===== src/design/cmac_stats_pkg.sv =====
/*
 * Shared widths, per-cycle increment types and enums for the 100G MAC
 * link controller and its statistics counters.
 */
`default_nettype none

package cmac_stats_pkg;

    localparam int COUNT_W   = 32;   // accumulators and readout data
    localparam int ERR_W     = 16;   // error event counters
    localparam int NUM_STATS = 11;

    // per-cycle increments as delivered by the MAC core
    typedef logic [2:0]  rx_pkt_inc_t;
    typedef logic [6:0]  rx_byte_inc_t;
    typedef logic [5:0]  tx_byte_inc_t;
    typedef logic [13:0] good_byte_inc_t;   // same width on rx and tx
    typedef logic [2:0]  err_field_t;

    typedef logic [COUNT_W-1:0] count_t;
    typedef logic [ERR_W-1:0]   err_count_t;

    // counter selector, also the index into the counter array
    typedef enum logic [3:0] {
        SEL_RX_GOOD_PKTS   = 4'd0,
        SEL_RX_TOTAL_PKTS  = 4'd1,
        SEL_RX_GOOD_BYTES  = 4'd2,
        SEL_RX_TOTAL_BYTES = 4'd3,
        SEL_TX_GOOD_PKTS   = 4'd4,
        SEL_TX_TOTAL_PKTS  = 4'd5,
        SEL_TX_GOOD_BYTES  = 4'd6,
        SEL_TX_TOTAL_BYTES = 4'd7,
        SEL_ALIGN_ERR      = 4'd8,
        SEL_CODE_ERR       = 4'd9,
        SEL_FCS_ERR        = 4'd10
    } stat_sel_t;

    typedef enum logic [1:0] {
        LINK_IDLE       = 2'd0,
        LINK_LOCKED     = 2'd1,
        LINK_WAIT_ALIGN = 2'd2,
        LINK_UP         = 2'd3
    } link_state_t;

endpackage

`default_nettype wire


===== src/design/stat_sample_if.sv =====
/*
 * One clock cycle of MAC statistic increments and error fields.
 * No handshake, every cycle is a sample.
 */
`timescale 1ns/1ps
`default_nettype none

interface stat_sample_if import cmac_stats_pkg::*; ();

    logic           rx_good_packets;
    rx_pkt_inc_t    rx_total_packets;
    good_byte_inc_t rx_good_bytes;
    rx_byte_inc_t   rx_total_bytes;
    logic           tx_good_packets;
    logic           tx_total_packets;
    good_byte_inc_t tx_good_bytes;
    tx_byte_inc_t   tx_total_bytes;
    logic           rx_aligned_err;
    err_field_t     rx_bad_code;
    err_field_t     rx_bad_fcs;

    modport source (
        output rx_good_packets, rx_total_packets, rx_good_bytes, rx_total_bytes,
        output tx_good_packets, tx_total_packets, tx_good_bytes, tx_total_bytes,
        output rx_aligned_err, rx_bad_code, rx_bad_fcs
    );

    modport sink (
        input rx_good_packets, rx_total_packets, rx_good_bytes, rx_total_bytes,
        input tx_good_packets, tx_total_packets, tx_good_bytes, tx_total_bytes,
        input rx_aligned_err, rx_bad_code, rx_bad_fcs
    );

endinterface

`default_nettype wire


===== src/design/link_bringup_fsm.sv =====
/*
 * Link bring-up FSM. Enables the receiver and sends LFI/RFI after reset,
 * enables the transmitter once alignment is seen, restarts on loss.
 */
`timescale 1ns/1ps
`default_nettype none

module link_bringup_fsm import cmac_stats_pkg::*; (
    input  logic cmac_drp,
    input  logic usr_rx_reset_w,
    input  logic stat_rx_aligned,
    output logic ctl_rx_enable,
    output logic ctl_tx_enable,
    output logic ctl_tx_send_lfi,
    output logic ctl_tx_send_rfi,
    output logic link_up
);

    link_state_t state;
    logic        reset_done;
    logic        aligned_q;   // alignment from the core, one stage

    always_ff @(posedge cmac_drp) begin
        if (usr_rx_reset_w) begin
            state           <= LINK_IDLE;
            reset_done      <= 1'b0;
            aligned_q       <= 1'b0;
            ctl_rx_enable   <= 1'b0;
            ctl_tx_enable   <= 1'b0;
            ctl_tx_send_lfi <= 1'b0;
            ctl_tx_send_rfi <= 1'b0;
        end else begin
            reset_done <= 1'b1;
            aligned_q  <= stat_rx_aligned;
            case (state)
                LINK_IDLE: begin
                    ctl_rx_enable   <= 1'b0;   // everything off, then retry
                    ctl_tx_enable   <= 1'b0;
                    ctl_tx_send_lfi <= 1'b0;
                    ctl_tx_send_rfi <= 1'b0;
                    if (reset_done) begin
                        state <= LINK_LOCKED;
                    end
                end
                LINK_LOCKED: begin
                    ctl_rx_enable   <= 1'b1;
                    ctl_tx_send_lfi <= 1'b1;   // tell the far end we are not up yet
                    ctl_tx_send_rfi <= 1'b1;
                    state           <= LINK_WAIT_ALIGN;
                end
                LINK_WAIT_ALIGN: begin
                    if (aligned_q) begin
                        state <= LINK_UP;
                    end
                end
                LINK_UP: begin
                    ctl_tx_enable   <= 1'b1;
                    ctl_tx_send_lfi <= 1'b0;
                    ctl_tx_send_rfi <= 1'b0;
                    if (!aligned_q) begin
                        state <= LINK_IDLE;
                    end
                end
                default: begin
                    state <= LINK_IDLE;
                end
            endcase
        end
    end

    assign link_up = (state == LINK_UP);

endmodule

`default_nettype wire


===== src/design/stat_counter_bank.sv =====
/*
 * Statistics counters. Eight accumulators sum the per-cycle increments,
 * three error counters count cycles with a nonzero error field.
 * Counting only happens while the link is up.
 */
`timescale 1ns/1ps
`default_nettype none

module stat_counter_bank import cmac_stats_pkg::*; #(
    parameter int COUNT_W = $bits(count_t),
    parameter int ERR_W   = $bits(err_count_t)
) (
    input  logic               cmac_drp,
    input  logic               usr_rx_reset_w,
    input  logic               link_up,
    stat_sample_if.sink        samples,
    output logic [COUNT_W-1:0] counters [NUM_STATS]
);

    logic [COUNT_W-1:0] rx_good_pkts, rx_total_pkts, rx_good_bytes, rx_total_bytes;
    logic [COUNT_W-1:0] tx_good_pkts, tx_total_pkts, tx_good_bytes, tx_total_bytes;
    logic [ERR_W-1:0]   align_err, code_err, fcs_err;

    always_ff @(posedge cmac_drp) begin
        if (usr_rx_reset_w) begin
            rx_good_pkts   <= '0;
            rx_total_pkts  <= '0;
            rx_good_bytes  <= '0;
            rx_total_bytes <= '0;
            tx_good_pkts   <= '0;
            tx_total_pkts  <= '0;
            tx_good_bytes  <= '0;
            tx_total_bytes <= '0;
            align_err      <= '0;
            code_err       <= '0;
            fcs_err        <= '0;
        end else if (link_up) begin   // frozen while the link is down
            rx_good_pkts   <= rx_good_pkts + COUNT_W'(samples.rx_good_packets);
            rx_total_pkts  <= rx_total_pkts + COUNT_W'(samples.rx_total_packets);
            rx_good_bytes  <= rx_good_bytes + COUNT_W'(samples.rx_good_bytes);
            rx_total_bytes <= rx_total_bytes + COUNT_W'(samples.rx_total_bytes);
            tx_good_pkts   <= tx_good_pkts + COUNT_W'(samples.tx_good_packets);
            tx_total_pkts  <= tx_total_pkts + COUNT_W'(samples.tx_total_packets);
            tx_good_bytes  <= tx_good_bytes + COUNT_W'(samples.tx_good_bytes);
            tx_total_bytes <= tx_total_bytes + COUNT_W'(samples.tx_total_bytes);
            // one event per cycle, whatever the field value
            if (samples.rx_aligned_err) begin
                align_err <= align_err + ERR_W'(1);
            end
            if (samples.rx_bad_code != '0) begin
                code_err <= code_err + ERR_W'(1);
            end
            if (samples.rx_bad_fcs != '0) begin
                fcs_err <= fcs_err + ERR_W'(1);
            end
        end
    end

    assign counters[SEL_RX_GOOD_PKTS]   = rx_good_pkts;
    assign counters[SEL_RX_TOTAL_PKTS]  = rx_total_pkts;
    assign counters[SEL_RX_GOOD_BYTES]  = rx_good_bytes;
    assign counters[SEL_RX_TOTAL_BYTES] = rx_total_bytes;
    assign counters[SEL_TX_GOOD_PKTS]   = tx_good_pkts;
    assign counters[SEL_TX_TOTAL_PKTS]  = tx_total_pkts;
    assign counters[SEL_TX_GOOD_BYTES]  = tx_good_bytes;
    assign counters[SEL_TX_TOTAL_BYTES] = tx_total_bytes;
    assign counters[SEL_ALIGN_ERR]      = COUNT_W'(align_err);   // zero-extended
    assign counters[SEL_CODE_ERR]       = COUNT_W'(code_err);
    assign counters[SEL_FCS_ERR]        = COUNT_W'(fcs_err);

endmodule

`default_nettype wire


===== src/design/stat_readout.sv =====
/*
 * Counter read port. A valid/ready request selects a counter, its value
 * is held in a response register until the host takes it.
 */
`timescale 1ns/1ps
`default_nettype none

module stat_readout import cmac_stats_pkg::*; #(
    parameter int COUNT_W = $bits(count_t)
) (
    input  logic               cmac_drp,
    input  logic               usr_rx_reset_w,
    input  logic [COUNT_W-1:0] counters [NUM_STATS],
    input  logic               rd_req_valid,
    output logic               rd_req_ready,
    input  stat_sel_t          rd_sel,
    output logic               rd_resp_valid,
    input  logic               rd_resp_ready,
    output logic [COUNT_W-1:0] rd_resp_data
);

    logic req_fire;
    logic resp_fire;

    // free slot, or the held response leaves this cycle
    assign rd_req_ready = !rd_resp_valid || rd_resp_ready;
    assign req_fire     = rd_req_valid && rd_req_ready;
    assign resp_fire    = rd_resp_valid && rd_resp_ready;

    always_ff @(posedge cmac_drp) begin
        if (usr_rx_reset_w) begin
            rd_resp_valid <= 1'b0;
        end else if (req_fire) begin
            rd_resp_valid <= 1'b1;
        end else if (resp_fire) begin
            rd_resp_valid <= 1'b0;
        end
    end

    // data only loads on an accepted request, so it holds under back-pressure
    always_ff @(posedge cmac_drp) begin
        if (req_fire) begin
            rd_resp_data <= counters[rd_sel];
        end
    end

endmodule

`default_nettype wire


===== src/design/cmac_link_ctrl.sv =====
/*
 * 100G MAC link bring-up and statistics controller, top level.
 * Connects the core status ports to the FSM, counters and read port.
 */
`timescale 1ns/1ps
`default_nettype none

module cmac_link_ctrl import cmac_stats_pkg::*; (
    input  logic           cmac_drp,
    input  logic           usr_rx_reset_w,
    input  logic           stat_rx_aligned,
    // per-cycle statistics from the MAC core
    input  logic           stat_rx_good_packets,
    input  rx_pkt_inc_t    stat_rx_total_packets,
    input  good_byte_inc_t stat_rx_good_bytes,
    input  rx_byte_inc_t   stat_rx_total_bytes,
    input  logic           stat_tx_good_packets,
    input  logic           stat_tx_total_packets,
    input  good_byte_inc_t stat_tx_good_bytes,
    input  tx_byte_inc_t   stat_tx_total_bytes,
    input  logic           stat_rx_aligned_err,
    input  err_field_t     stat_rx_bad_code,
    input  err_field_t     stat_rx_bad_fcs,
    // MAC control
    output logic           ctl_rx_enable,
    output logic           ctl_tx_enable,
    output logic           ctl_tx_send_lfi,
    output logic           ctl_tx_send_rfi,
    // host read port
    input  logic           rd_req_valid,
    output logic           rd_req_ready,
    input  stat_sel_t      rd_sel,
    output logic           rd_resp_valid,
    input  logic           rd_resp_ready,
    output count_t         rd_resp_data
);

    logic   link_up;
    count_t counters [NUM_STATS];

    stat_sample_if samples ();

    assign samples.rx_good_packets  = stat_rx_good_packets;
    assign samples.rx_total_packets = stat_rx_total_packets;
    assign samples.rx_good_bytes    = stat_rx_good_bytes;
    assign samples.rx_total_bytes   = stat_rx_total_bytes;
    assign samples.tx_good_packets  = stat_tx_good_packets;
    assign samples.tx_total_packets = stat_tx_total_packets;
    assign samples.tx_good_bytes    = stat_tx_good_bytes;
    assign samples.tx_total_bytes   = stat_tx_total_bytes;
    assign samples.rx_aligned_err   = stat_rx_aligned_err;
    assign samples.rx_bad_code      = stat_rx_bad_code;
    assign samples.rx_bad_fcs       = stat_rx_bad_fcs;

    link_bringup_fsm u_fsm (
        .cmac_drp        (cmac_drp),
        .usr_rx_reset_w  (usr_rx_reset_w),
        .stat_rx_aligned (stat_rx_aligned),
        .ctl_rx_enable   (ctl_rx_enable),
        .ctl_tx_enable   (ctl_tx_enable),
        .ctl_tx_send_lfi (ctl_tx_send_lfi),
        .ctl_tx_send_rfi (ctl_tx_send_rfi),
        .link_up         (link_up)
    );

    stat_counter_bank #(
        .COUNT_W (COUNT_W),
        .ERR_W   (ERR_W)
    ) u_counters (
        .cmac_drp       (cmac_drp),
        .usr_rx_reset_w (usr_rx_reset_w),
        .link_up        (link_up),
        .samples        (samples),
        .counters       (counters)
    );

    stat_readout #(
        .COUNT_W (COUNT_W)
    ) u_readout (
        .cmac_drp       (cmac_drp),
        .usr_rx_reset_w (usr_rx_reset_w),
        .counters       (counters),
        .rd_req_valid   (rd_req_valid),
        .rd_req_ready   (rd_req_ready),
        .rd_sel         (rd_sel),
        .rd_resp_valid  (rd_resp_valid),
        .rd_resp_ready  (rd_resp_ready),
        .rd_resp_data   (rd_resp_data)
    );

endmodule

`default_nettype wire


===== config.mk =====
export PLATFORM = sky130hd
export DESIGN_NAME = cmac_link_ctrl
export DESIGN_NICKNAME = d
export VERILOG_FILES = /design/src/design/cmac_stats_pkg.sv /design/src/design/stat_sample_if.sv /design/src/design/link_bringup_fsm.sv /design/src/design/stat_counter_bank.sv /design/src/design/stat_readout.sv /design/src/design/cmac_link_ctrl.sv
export SDC_FILE = /design/constraint.sdc
export NUM_CORES = 1
export LEC_CHECK = 0
export BUFFER_PORTS_ARGS = -buffer_cell sky130_fd_sc_hd__buf_2
export CORE_MARGIN = 2
export CORE_UTILIZATION = 40
export CTS_CLUSTER_DIAMETER = 50
export DETAILED_ROUTE_END_ITERATION = 7
export HOLD_SLACK_MARGIN = 0.1
export PLACE_DENSITY_LB_ADDON = 0.25
export SLEW_MARGIN = 25
export SYNTH_ARGS = -nofsm -noshare
export SYNTH_HDL_FRONTEND = slang
export SYNTH_HIERARCHICAL = 1
export SYNTH_SLANG_ARGS = --single-unit

===== constraint.sdc =====
create_clock -name cmac_drp -period 2.54 [get_ports cmac_drp]
set_input_delay 0.127 -clock cmac_drp [delete_from_list [all_inputs] [get_ports cmac_drp]]
set_output_delay 0.127 -clock cmac_drp [all_outputs]
set_load 0.01 [all_outputs]

==> metrics.txt <==
Core Util, Final 0.4713; Crit. End Element flop; Final Hold Vio Count 0; Yosys reg bits 344; Total Wirelength 59090 um; initial drt markers 1423; total core area 49150 um^2; Pwr per Cell Area 629.5 nW/um^2; LEAKAGE 8.551 nW; Post-Synth XOR/XNOR Area 0.08407; maximum VDD drop 0.4360 mV; CP max stage delay 420 ps; antenna violations before repair 1; CTS Buf Count 46; Setup TNS 0 ps; CP arrival about 2900 ps; chip height 227.6 um; crit-path leading delay family compound AO/OA/AOI/OAI gates; Critical Path Fanout Max 6; CP Class flop to flop; number of enable flip-flop cells after synthesis 32; DRT antenna net count 0; Clock Tree Buf Depth 3; slowest cell on the critical path dfxtp_1; worst skew pair latency roughly 580 ps; Total GRT Usage 0.2262; Ports 101; global route total overflow 0; Post-Synth Adder-Cell Area 0.04066; via-per-instance ratio around 5.6; area of the die a little over 50000 um^2; first-pass GRT wire length 91160 um; cell area after synthesis 20000 um^2; max frequency 407.3 MHz; HP Class primary input to flop; most frequent cells in the layout 312 x dfxtp_1, 305 x nor2_1, 128 x nand2_1; Initial Utilization 0.4069; CTS H-tree lvls 2; post-synthesis mux area share 0.1096; Slew headroom 0.4066; cell taking the most area after synthesis dfxtp_1; Max Slew Vio Count 0; Die X 227.6 um; RSZ-0062 raised after global routing false; outcome finished, final reports clean; max_cap viols 0; clock slew seen by the registers of the worst setup and hold paths 50 ps; number of remaining DRC errors 0; post-synthesis compound-gate area fraction 0.1352; placed instance area 21190 um^2; yosys warns 6; main combinational cell family by area after synthesis simple AND/OR/NAND/NOR gates; DP Wirelength between 40000 and 50000 um; Post-synth ARST share 0; Post-Syn Instances 2236; CP required approximately 3000 ps; Clock Skew 28.61 ps; Least-Margin Pin Slew 878.5 ps; synth top area cells dfxtp_1 31%, mux2i_1 6.3%, nor2_1 5.7%, edfxtp_1 4.8%, xnor2_1 4.6%; type of origin of the critical path flop; Sink Count 344; FP Rows 81; layout overhead on the synthesized area 15.81%; Yosys cell types 82; CTS tree built; Routed WL per cell 19.27 um; simple-gate share of the synthesized area 0.2119; Tmin final about 2500 ps; vias in the first global route 16.29k; CP cell instances ha_1 > a21o_1 > a211o_1 > o211ai_2 > a31oi_1 > mux2_1 > a311o_1; top-area cell type share of the netlist area 0.3123; Design Area, Final 23170 um^2; port buffer count 100; placed cells just under 3k; drt pass-1 iters 7; GP Congestion approximately 0.92; final setup vio count 0; commonest non-fill, non-tap cell in the layout dfxtp_1; Non-Filler Instances 3066; CTS root buf clkbuf_16; largest net degree at the start of global routing 103; Post-Syn Area per Cell 8.946 um^2; share of layout cells above drive strength 1 0.1474; via count between 15k and 20k; Ant. Diodes 0; ys flop type dfxtp_1; Final Cycle Share 0.9667; sequential share of the synthesized area 0.3603; fin nets 2490; CP Buf/Inv Count 0
## final cells by class
type | count | area (um^2)
inverter | 48 | 180.2
tap | 664 | 830.8
sequential | 344 | 7207
timing repair buffer | 203 | 1465
multi-input combinational | 1722 | 11910
clock inverter | 23 | 244.0
fill | 4645 | 25990
clock buffer | 62 | 1333
## cells in the mapped netlist (7+ instances only)
cell type and instances:
dfxtp_1 312, nor2_1 306, nand2_1 128, mux2i_1 126
xnor2_1 104, a21oi_1 97, xor2_1 88, nand3_1 80
o21ai_0 70, clkbuf_1 66, ha_1 57, buf_4 54
nand4_1 53, or3_1 53, nor3_1 52, inv_1 48
o22ai_1 36, and3_1 33, a221o_1 32, a2bb2oi_1 32
edfxtp_1 32, mux4_2 32, and4_1 26, buf_2 26
a21o_1 23, and2_1 22, nor2b_1 21, a211oi_1 19
nor4_1 19, mux2_2 15, or4_1 11, buf_1 10
o211ai_1 10, or2_2 10, o31ai_1 9, o311ai_0 8
o21a_1 7
## kinds of logic (layout without fill, tap and decap cells)
| logic type | count (synthesis) | in the layout |
|---|---|---|
| and+or+nand+nor | 849 | 849 |
| AOI/OAI and AO/OA | 395 | 395 |
| DFF | 344 | 344 |
| buffers and inverters | 217 | 336 |
| xor gates and xnor gates | 192 | 192 |
| muxes | 176 | 176 |
| adders and majority gates | 62 | 62 |
| other | 1 | 48 |
## what timing repair did
item / in CTS / in global routing
pin swaps: 0 / 2
resized for setup: 3 / 13
hold endpoints to repair: 58 / 0
setup buffers: 0 / 2
setup endpoints to repair: 6 / 17
hold buffers: 30 / 0
## routing by layer
| layer | up-vias | global-route usage | wire [um] | share of wire |
|---|---|---|---|---|
| met1 | 8251 | 0.3144 | 27180 | 0.46 |
| met2 | 543 | 0.3528 | 25860 | 0.44 |
| met5 | - | 0 | 0 | 0 |
| met3 | 107 | 0.04152 | 4268 | 0.072 |
| li1 | 8274 | - | - | - |
| met4 | 0 | 0.07759 | 1777 | 0.030 |
## state kept, by name, indices dropped and copies added, names as in the netlist, 32 cells and up
| signal | cells |
|---|---|
| u_counters/tx_good_bytes | 32 |
| u_counters/rx_good_pkts | 32 |
| u_counters/tx_total_bytes | 32 |
| u_counters/rx_good_bytes | 32 |
| u_counters/tx_good_pkts | 32 |
| u_counters/rx_total_bytes | 32 |
| u_counters/tx_total_pkts | 32 |
| u_readout/rd_resp_data | 32 |
| u_counters/rx_total_pkts | 32 |
## report_power, final
| part | total [mW] | internal [mW] | leakage, nW | switching (mW) |
|---|---|---|---|---|
| logic | 2.11 | 0.875 | 4.95 | 1.24 |
| registers | 5.82 | 5.66 | 2.84 | 0.162 |
| clock network | 6.65 | 4.09 | 0.766 | 2.56 |
## stage by stage
step,total power [mW],hold WS [ps],setup slack [ps]
after floorplan,7.335,196.1,170.2
after global placement,7.891,336.6,0.6628
after detailed placement,7.930,354.6,-15.30
after CTS,14.66,100.1,-6.182
after global routing,15.13,142.5,2.805
final,14.58,121.3,84.69
## worst paths after layout
path                            startpoint                            end  slack (ps)  cells past startpoint
min                  stat_rx_good_bytes[3]    u_counters/rx_good_bytes[3]         120                      6
min reg2reg  u_counters/rx_total_bytes[31]  u_counters/rx_total_bytes[31]         490                      2
max reg2reg    u_counters/tx_good_bytes[6]   u_counters/tx_good_bytes[12]          80                      7
max            u_counters/tx_good_bytes[6]   u_counters/tx_good_bytes[12]          80                      7
## worst register-to-register path, cell delays in order (launching register included)
cell,delay (ps)
dfxtp_1,420
ha_1,330
a21o_1,220
a211o_1,340
o211ai_2,240
a31oi_1,140
mux2_1,320
a311o_1,320
(Power assumes the default switching activity.)
